File: config.mk
export PLATFORM = sky130hd
export DESIGN_NAME = Core
export DESIGN_NICKNAME = d
export VERILOG_FILES = /design/src/ConfPkg.sv /design/src/CorePkg.sv /design/src/ChannelFifo.sv /design/src/Core.sv /design/src/PcPacker.sv /design/src/PcParser.sv /design/src/TimeMgr.sv
export SDC_FILE = /design/constraint.sdc
export NUM_CORES = 1
export LEC_CHECK = 0
export BUFFER_PORTS_ARGS = -buffer_cell sky130_fd_sc_hd__buf_4
export CAP_MARGIN = 20
export CORE_AREA = 2 2 229 231
export DETAILED_ROUTE_END_ITERATION = 16
export DIE_AREA = 0 0 231 233
export GPL_TIMING_DRIVEN = 0
export PLACE_DENSITY_LB_ADDON = 0.1
export SLEW_MARGIN = 0
export SYNTH_ARGS = -nofsm -noshare
export SYNTH_HDL_FRONTEND = slang
export SYNTH_HIERARCHICAL = 1
export SYNTH_SLANG_ARGS = --single-unit
File: constraint.sdc
create_clock -name clk -period 8.9 [get_ports clk]
set_clock_uncertainty 0.2 [all_clocks]
set_input_delay 0.89 -clock clk [delete_from_list [all_inputs] [get_ports clk]]
set_output_delay 0.89 -clock clk [all_outputs]
set_load 0.1 [all_outputs]
File: src/ConfPkg.sv
`default_nettype none

package ConfPkg;

  // Width of one configuration register
  localparam int confWidth = 16;

  // Register map
  typedef enum logic [7:0] {
    regTimeUnit  = 8'd0,
    regHeartbeat = 8'd1,
    regBdReset   = 8'd2
  } ConfAddr;

  // One register per address in the map
  localparam int confRegCount = 3;

  //////////////////////////////////////////////////////////////////////
  // Reset values

  // Time stopped out of reset
  localparam logic [confWidth-1:0] timeUnitReset = 16'd0;

  // No heartbeats out of reset
  localparam logic [confWidth-1:0] heartbeatReset = 16'd0;

  // Chip held in pReset and sReset
  localparam logic [confWidth-1:0] bdResetReset = 16'd3;

endpackage

`default_nettype wire

File: src/CorePkg.sv
`default_nettype none

package CorePkg;

  //////////////////////////////////////////////////////////////////////
  // Datapath widths

  // Host word is code on top of data
  localparam int pcCodeWidth = 8;
  localparam int pcDataWidth = 24;
  localparam int pcWordWidth = pcCodeWidth + pcDataWidth;

  // Chip side words
  localparam int bdOutWidth = 21;
  localparam int bdInWidth = 34;

  // Elapsed time in time units
  localparam int timeWidth = 48;

  // Depth of every IO FIFO
  localparam int fifoDepth = 4;

  //////////////////////////////////////////////////////////////////////
  // Host word codes

  // Host to FPGA
  // Codes outside this list are dropped by the parser
  typedef enum logic [pcCodeWidth-1:0] {
    codeNop       = 8'h00,
    codeBdWord    = 8'h01,
    codeConfWrite = 8'h02
  } PcDownCode;

  // FPGA to host
  typedef enum logic [pcCodeWidth-1:0] {
    upBdLow     = 8'h40,
    upBdHigh    = 8'h41,
    upHeartbeat = 8'h42
  } PcUpCode;

endpackage

`default_nettype wire

File: src/ChannelFifo.sv
`timescale 1ns/100ps
`default_nettype none

module ChannelFifo #(
  parameter int width = 32,
  parameter int depth = 4
) (
  input  logic             clk,
  input  logic             reset,
  input  logic [width-1:0] inData,
  input  logic             inValid,
  output logic             inAck,
  output logic [width-1:0] outData,
  output logic             outValid,
  input  logic             outAck
);

  localparam int ptrWidth = (depth > 1) ? $clog2(depth) : 1;
  localparam int cntWidth = $clog2(depth + 1);

  logic [width-1:0]    mem [depth];
  logic [ptrWidth-1:0] wrPtr;
  logic [ptrWidth-1:0] rdPtr;
  logic [cntWidth-1:0] count;
  logic                push;
  logic                pop;

  // Wrap at depth, not just at a power of two
  function automatic logic [ptrWidth-1:0] nextPtr(input logic [ptrWidth-1:0] ptr);
    if (ptr == ptrWidth'(depth - 1)) begin
      return '0;
    end else begin
      return ptr + 1'b1;
    end
  endfunction

  // Full and empty straight from the count
  assign inAck    = (count != cntWidth'(depth));
  assign outValid = (count != '0);
  assign outData  = mem[rdPtr];

  assign push = inValid && inAck;
  assign pop  = outValid && outAck;

  // Storage
  always_ff @(posedge clk) begin
    if (push) begin
      mem[wrPtr] <= inData;
    end
  end

  // Pointers and occupancy
  always_ff @(posedge clk) begin
    if (reset) begin
      wrPtr <= '0;
      rdPtr <= '0;
      count <= '0;
    end else begin
      if (push) begin
        wrPtr <= nextPtr(wrPtr);
      end
      if (pop) begin
        rdPtr <= nextPtr(rdPtr);
      end
      // Simultaneous push and pop keeps the count
      case ({push, pop})
        2'b10:   count <= count + 1'b1;
        2'b01:   count <= count - 1'b1;
        default: count <= count;
      endcase
    end
  end

endmodule

`default_nettype wire

File: src/Core.sv
`timescale 1ns/100ps
`default_nettype none

module Core (
  input  logic                             clk,
  input  logic                             reset,

  // Host side
  input  logic [CorePkg::pcWordWidth-1:0]  pcInData,
  input  logic                             pcInValid,
  output logic                             pcInAck,
  output logic [CorePkg::pcWordWidth-1:0]  pcOutData,
  output logic                             pcOutValid,
  input  logic                             pcOutAck,

  // Chip side
  output logic [CorePkg::bdOutWidth-1:0]   bdOutData,
  output logic                             bdOutValid,
  input  logic                             bdOutAck,
  input  logic [CorePkg::bdInWidth-1:0]    bdInData,
  input  logic                             bdInValid,
  output logic                             bdInAck,

  output logic                             pReset,
  output logic                             sReset
);

  import CorePkg::*;
  import ConfPkg::*;

  // Host words after the input FIFO
  logic [pcWordWidth-1:0] parserInData;
  logic                   parserInValid;
  logic                   parserInAck;

  // Parser to chip FIFO
  logic [bdOutWidth-1:0]  parserBdData;
  logic                   parserBdValid;
  logic                   parserBdAck;

  // Chip words after the upstream FIFO
  logic [bdInWidth-1:0]   packerBdData;
  logic                   packerBdValid;
  logic                   packerBdAck;

  // Packer to host FIFO
  logic [pcWordWidth-1:0] packerOutData;
  logic                   packerOutValid;
  logic                   packerOutAck;

  // Time configuration and state
  logic [confWidth-1:0]   timeUnit;
  logic [confWidth-1:0]   heartbeatUnits;
  logic                   heartbeatPulse;
  logic [timeWidth-1:0]   timeElapsed;

  //////////////////////////////////////////////////////////////////////
  // IO FIFOs

  ChannelFifo #(.width(pcWordWidth), .depth(fifoDepth)) pcInFifo (
    .clk(clk), .reset(reset),
    .inData(pcInData), .inValid(pcInValid), .inAck(pcInAck),
    .outData(parserInData), .outValid(parserInValid), .outAck(parserInAck)
  );

  ChannelFifo #(.width(bdOutWidth), .depth(fifoDepth)) bdOutFifo (
    .clk(clk), .reset(reset),
    .inData(parserBdData), .inValid(parserBdValid), .inAck(parserBdAck),
    .outData(bdOutData), .outValid(bdOutValid), .outAck(bdOutAck)
  );

  ChannelFifo #(.width(bdInWidth), .depth(fifoDepth)) bdInFifo (
    .clk(clk), .reset(reset),
    .inData(bdInData), .inValid(bdInValid), .inAck(bdInAck),
    .outData(packerBdData), .outValid(packerBdValid), .outAck(packerBdAck)
  );

  ChannelFifo #(.width(pcWordWidth), .depth(fifoDepth)) pcOutFifo (
    .clk(clk), .reset(reset),
    .inData(packerOutData), .inValid(packerOutValid), .inAck(packerOutAck),
    .outData(pcOutData), .outValid(pcOutValid), .outAck(pcOutAck)
  );

  //////////////////////////////////////////////////////////////////////
  // Parser, time and packer

  PcParser pcParser (
    .clk(clk), .reset(reset),
    .inData(parserInData), .inValid(parserInValid), .inAck(parserInAck),
    .bdData(parserBdData), .bdValid(parserBdValid), .bdAck(parserBdAck),
    .timeUnit(timeUnit), .heartbeatUnits(heartbeatUnits),
    .pReset(pReset), .sReset(sReset)
  );

  TimeMgr timeMgr (
    .clk(clk), .reset(reset),
    .timeUnit(timeUnit), .heartbeatUnits(heartbeatUnits),
    .heartbeatPulse(heartbeatPulse), .timeElapsed(timeElapsed)
  );

  PcPacker pcPacker (
    .clk(clk), .reset(reset),
    .bdData(packerBdData), .bdValid(packerBdValid), .bdAck(packerBdAck),
    .heartbeatPulse(heartbeatPulse), .timeElapsed(timeElapsed),
    .outData(packerOutData), .outValid(packerOutValid), .outAck(packerOutAck)
  );

endmodule

`default_nettype wire

File: src/PcPacker.sv
`timescale 1ns/100ps
`default_nettype none

module PcPacker (
  input  logic                             clk,
  input  logic                             reset,
  input  logic [CorePkg::bdInWidth-1:0]    bdData,
  input  logic                             bdValid,
  output logic                             bdAck,
  input  logic                             heartbeatPulse,
  input  logic [CorePkg::timeWidth-1:0]    timeElapsed,
  output logic [CorePkg::pcWordWidth-1:0]  outData,
  output logic                             outValid,
  input  logic                             outAck
);

  import CorePkg::*;

  typedef enum logic [1:0] {
    idle,
    sendLow,
    sendHigh,
    sendBeat
  } PackState;

  // Zero fill above the top slice of a chip word
  localparam int highWidth = bdInWidth - pcDataWidth;
  localparam int highPad = pcDataWidth - highWidth;

  PackState               state;
  logic                   beatPending;
  logic [pcDataWidth-1:0] beatData;
  logic                   takeBeat;

  // Output word is live in every state but idle
  assign outValid = (state != idle);

  // Chip word released once its high half is gone
  assign bdAck = (state == sendHigh) && outAck;

  // Heartbeat wins over a waiting chip word
  assign takeBeat = (state == idle) && beatPending;

  //////////////////////////////////////////////////////////////////////
  // Pending heartbeat

  always_ff @(posedge clk) begin
    if (reset) begin
      beatPending <= 1'b0;
    end else if (heartbeatPulse) begin
      beatPending <= 1'b1;
    end else if (takeBeat) begin
      beatPending <= 1'b0;
    end
  end

  // Newest pulse overwrites older time
  always_ff @(posedge clk) begin
    if (heartbeatPulse) begin
      beatData <= timeElapsed[pcDataWidth-1:0];
    end
  end

  //////////////////////////////////////////////////////////////////////
  // FSM

  always_ff @(posedge clk) begin
    if (reset) begin
      state <= idle;
    end else begin
      case (state)
        idle: begin
          if (beatPending) begin
            state <= sendBeat;
          end else if (bdValid) begin
            state <= sendLow;
          end
        end
        sendLow:  if (outAck) state <= sendHigh;
        sendHigh: if (outAck) state <= idle;
        sendBeat: if (outAck) state <= idle;
        default:  state <= idle;
      endcase
    end
  end

  // Host word framing
  always_ff @(posedge clk) begin
    if (takeBeat) begin
      outData <= {upHeartbeat, beatData};
    end else if (state == idle && bdValid) begin
      outData <= {upBdLow, bdData[pcDataWidth-1:0]};
    end else if (state == sendLow && outAck) begin
      outData <= {upBdHigh, {highPad{1'b0}}, bdData[bdInWidth-1:pcDataWidth]};
    end
  end

endmodule

`default_nettype wire

File: src/PcParser.sv
`timescale 1ns/100ps
`default_nettype none

module PcParser (
  input  logic                              clk,
  input  logic                              reset,
  input  logic [CorePkg::pcWordWidth-1:0]   inData,
  input  logic                              inValid,
  output logic                              inAck,
  output logic [CorePkg::bdOutWidth-1:0]    bdData,
  output logic                              bdValid,
  input  logic                              bdAck,
  output logic [ConfPkg::confWidth-1:0]     timeUnit,
  output logic [ConfPkg::confWidth-1:0]     heartbeatUnits,
  output logic                              pReset,
  output logic                              sReset
);

  import CorePkg::*;
  import ConfPkg::*;

  PcDownCode              code;
  ConfAddr                confAddr;
  logic [pcDataWidth-1:0] payload;
  logic [confWidth-1:0]   confValue;
  logic [confWidth-1:0]   confRegs [confRegCount];
  logic                   bdFree;
  logic                   accept;
  logic                   bdLoad;
  logic                   confWrite;

  //////////////////////////////////////////////////////////////////////
  // Decode

  assign code      = PcDownCode'(inData[pcWordWidth-1:pcDataWidth]);
  assign payload   = inData[pcDataWidth-1:0];
  // Address in the top data byte, value below it
  assign confAddr  = ConfAddr'(payload[pcDataWidth-1:confWidth]);
  assign confValue = payload[confWidth-1:0];

  // Output register free or emptying this cycle
  assign bdFree = !bdValid || bdAck;

  // Only bd words can stall
  assign inAck     = (code == codeBdWord) ? bdFree : 1'b1;
  assign accept    = inValid && inAck;
  assign bdLoad    = accept && (code == codeBdWord);
  assign confWrite = accept && (code == codeConfWrite);

  //////////////////////////////////////////////////////////////////////
  // Configuration registers

  always_ff @(posedge clk) begin
    if (reset) begin
      confRegs[int'(regTimeUnit)]  <= timeUnitReset;
      confRegs[int'(regHeartbeat)] <= heartbeatReset;
      confRegs[int'(regBdReset)]   <= bdResetReset;
    end else begin
      // Unmapped addresses match nothing
      for (int i = 0; i < confRegCount; i++) begin
        if (confWrite && int'(confAddr) == i) begin
          confRegs[i] <= confValue;
        end
      end
    end
  end

  assign timeUnit       = confRegs[int'(regTimeUnit)];
  assign heartbeatUnits = confRegs[int'(regHeartbeat)];
  assign pReset         = confRegs[int'(regBdReset)][0];
  assign sReset         = confRegs[int'(regBdReset)][1];

  //////////////////////////////////////////////////////////////////////
  // Downstream word register

  always_ff @(posedge clk) begin
    if (reset) begin
      bdValid <= 1'b0;
    end else if (bdLoad) begin
      bdValid <= 1'b1;
    end else if (bdAck) begin
      bdValid <= 1'b0;
    end
  end

  // Low 21 bits of data go to the chip
  always_ff @(posedge clk) begin
    if (bdLoad) begin
      bdData <= payload[bdOutWidth-1:0];
    end
  end

endmodule

`default_nettype wire

File: src/TimeMgr.sv
`timescale 1ns/100ps
`default_nettype none

module TimeMgr (
  input  logic                           clk,
  input  logic                           reset,
  input  logic [ConfPkg::confWidth-1:0]  timeUnit,
  input  logic [ConfPkg::confWidth-1:0]  heartbeatUnits,
  output logic                           heartbeatPulse,
  output logic [CorePkg::timeWidth-1:0]  timeElapsed
);

  import CorePkg::*;
  import ConfPkg::*;

  logic [confWidth-1:0] clkCount;
  logic [confWidth-1:0] beatCount;
  logic [confWidth-1:0] lastBeatUnits;
  logic                 unitPulse;
  logic                 beatDue;

  // Last clock of a unit
  // Also catches a count left above a shrunk timeUnit
  assign unitPulse = (timeUnit != '0) && (clkCount >= timeUnit - 1'b1);

  // Last unit of a heartbeat period
  assign beatDue = (heartbeatUnits != '0) && (beatCount >= heartbeatUnits - 1'b1);

  //////////////////////////////////////////////////////////////////////
  // Clock divider and elapsed time

  always_ff @(posedge clk) begin
    if (reset) begin
      clkCount    <= '0;
      timeElapsed <= '0;
    end else if (timeUnit == '0) begin
      // Time stopped
      clkCount <= '0;
    end else if (unitPulse) begin
      clkCount    <= '0;
      timeElapsed <= timeElapsed + timeWidth'(1);
    end else begin
      clkCount <= clkCount + 1'b1;
    end
  end

  //////////////////////////////////////////////////////////////////////
  // Heartbeat

  always_ff @(posedge clk) begin
    if (reset) begin
      beatCount      <= '0;
      lastBeatUnits  <= '0;
      heartbeatPulse <= 1'b0;
    end else begin
      lastBeatUnits  <= heartbeatUnits;
      // Registered with the time increment so both land together
      heartbeatPulse <= unitPulse && beatDue && (heartbeatUnits == lastBeatUnits);
      if (heartbeatUnits != lastBeatUnits || heartbeatUnits == '0) begin
        // New period restarts the count
        beatCount <= '0;
      end else if (unitPulse) begin
        beatCount <= beatDue ? '0 : beatCount + 1'b1;
      end
    end
  end

endmodule

`default_nettype wire

==> flow_metrics.env <==
export IMPL_status="completed"
export IMPL_path_common_cell="buf_2"
export IMPL_hold_class="flop to flop"
export IMPL_nNetsFinal=2026
export IMPL_cts_root_buf="clkbuf_16"
export IMPL_fmax_mhz=211.3
export IMPL_grt_pass1_vias=15240
export IMPL_critPathMaxStageDelay_ps=830
export IMPL_num_vias=14920
export IMPL_syn_area_mm2=0.02815
export IMPL_dp_final_hpwl_um=36410
export IMPL_crit_buf_inv=2
export IMPL_cts_tree="done"
export IMPL_cts_buffers=72
export IMPL_relSlewSlack=0.3050
export IMPL_yosysWarningCount=6
export IMPL_setup_violations=0
export IMPL_start_util=0.5510
export IMPL_wl_per_cell_um=20.78
export IMPL_finalSetupTns_ps=0
export IMPL_power_leakage_nw=10.97
export IMPL_rsz0062_at_grt="false"
export IMPL_worst_ir_drop_vdd_mv=0.1920
export IMPL_syn_to_final_growth_pct=15.09
export IMPL_critPathLaunchType="flop"
export IMPL_io_pins=131
export IMPL_globalplace_congestion=0.8105
export IMPL_core_area_mm2=0.05109
export IMPL_drtIter0Drc=1028
export IMPL_timing_hold_violations_final=0
export IMPL_drc=0
export IMPL_clk_path_buf_depth=3
export IMPL_grt_overflow=0
export IMPL_final_layout_size_suffix_gt1_frac=0.2437
export IMPL_finalMaxSlewViolations=0
export IMPL_powerDensity_mw_per_mm2=276.0
export IMPL_die_y_um=233
export IMPL_cts_max_level=3
export IMPL_fin_crit_ps=4734
export IMPL_synth_cells=1672
export IMPL_endpoint_kind="flop"
export IMPL_cts_resized_gates=0
export IMPL_syn_avg_cell_area_um2=16.84
export IMPL_finalWirelength_um=54580
export IMPL_grt_pass1_wl_um=84930
export IMPL_worstPathArrival_ps=5020
export IMPL_drt_pass1_iter_count=5
export IMPL_critical_path_class="flop to flop"
export IMPL_period_share=0.5319
export IMPL_drt_antenna_violating_nets=0
export IMPL_insertion_delay_ps=600
export IMPL_required_ps=9190
export IMPL_cap_violations=0
export IMPL_crit_path_max_fanout=10
export IMPL_cts_clk_slew_worst_paths_ps=60
export IMPL_holdBufCountCts=0
export IMPL_rows=83
export IMPL_worstPathCellList="nor4_1 -> and3_1 -> nand2_1 -> xor2_1 -> ha_1 -> nand4_1 -> or4_1 -> o32ai_2 -> nor2_1 -> buf_2 -> buf_2 -> nor3_1 -> mux2_2"
export IMPL_worst_pin_slew_ps=1041
export IMPL_antenna_found_initial=1
export IMPL_fin_util=0.6341
export IMPL_post_cts_repair_setup_buffers=0
export IMPL_clkSinkCount=694
export IMPL_slowest_stage="nor4_1"
export IMPL_io_buffers=130
export IMPL_vias_per_cell=5.682
export IMPL_track_usage=0.2089
export IMPL_fp_dieW_um=231
export IMPL_grt_max_degree=35
export IMPL_dieArea_mm2=0.05382
export IMPL_cp_top_family="simple AND/OR/NAND/NOR gates"
-- cells in the final DEF (no fill, tap or decap), types with 7 or more instances in the layout --
master,n
buf_2,21
nand3_1,48
clkinv_2,12
and3_1,12
xnor2_1,20
nand2b_1,11
nor2b_1,38
a31oi_1,14
clkbuf_16,77
a22o_1,13
mux4_2,119
nor3_2,11
and3_2,14
a21oi_1,44
and4_1,7
o21a_1,12
o21ai_0,30
ha_1,62
buf_6,13
mux2_2,17
nor2_1,84
or3_2,8
inv_1,34
mux2i_1,8
buf_1,16
edfxtp_1,579
xor2_1,44
nor4_1,15
o31ai_1,10
nand4_1,42
nand2_1,41
dfxtp_1,115
or4_1,10
buf_4,146
clkbuf_1,58
clkinv_1,7
o2bb2ai_1,10
or3_1,13
nor3_1,28
-- routing by layer --
metal	GRT usage	wire length (um)	vias up
met2	0.3672	28130	375
met4	0.07540	1382	0
met1	0.2560	21970	7485
li1	-	-	6980
met3	0.04350	3098	80
met5	0	0	-
-- power breakdown --
part	internal (W)	switching (W)
clock	0.00166	0.00117
sequential	0.00394	0.000138
combinational	0.000638	0.00139
-- final timing paths --
kind	from	depth (start not counted)	to	slack, ps
hold reg to reg	timeMgr/timeElapsed[23]	0	pcPacker/beatData[23]	260
setup / recovery	pcParser/confRegs[0][2]	13	timeMgr/timeElapsed[21]	4170
setup reg to reg	pcParser/confRegs[0][2]	13	timeMgr/timeElapsed[21]	4170
hold / removal	timeMgr/timeElapsed[23]	0	pcPacker/beatData[23]	260
-- layout make-up --
cell class	instances	area, um^2
flip-flops and latches	694	19690
fillers	3687	18700
multi-input cells	853	7856
clock buffers	108	2062
repair buffers	138	1109
well taps	680	850.8
plain buffers	93	519.2
clock inverters	23	173.9
inverters	36	135.1
diodes	1	2.502
-- through the flow --
| step | hold slack [ps] | power (W) | instance area (um^2) | worst slack, ps | instances |
|---|---|---|---|---|---|
| 2_1_floorplan | 223.1 | 0.005668 | 28170 | 4849 | 1676 |
| 3_3_place_gp | 242.2 | 0.006158 | 29990 | 4161 | 2486 |
| 3_5_place_dp | 243.8 | 0.006212 | 30110 | 4147 | 2492 |
| 6_report | 259.0 | 0.008942 | 32400 | 4166 | 2626 |
| 5_1_grt | 264.3 | 0.009291 | 32400 | 3782 | 2626 |
| 4_1_cts | 251.6 | 0.009048 | 32340 | 4125 | 2623 |
-- sequential cells by signal, indices dropped and copies added, names as in the netlist, 3 cells and up, named ones only --
signal	flops
pcParser/confRegs	34
pcInFifo/count	3
pcOutFifo/count	3
bdOutFifo/mem	84
timeMgr/clkCount	16
timeMgr/timeElapsed	24
bdOutFifo/count	3
pcParser/bdData	21
timeMgr/beatCount	16
pcPacker/outData	26
pcPacker/beatData	24
pcInFifo/mem	128
bdInFifo/mem	136
pcOutFifo/mem	128
bdInFifo/count	3
timeMgr/lastBeatUnits	16
No activity file was read; power rests on OpenSTA's default activity.
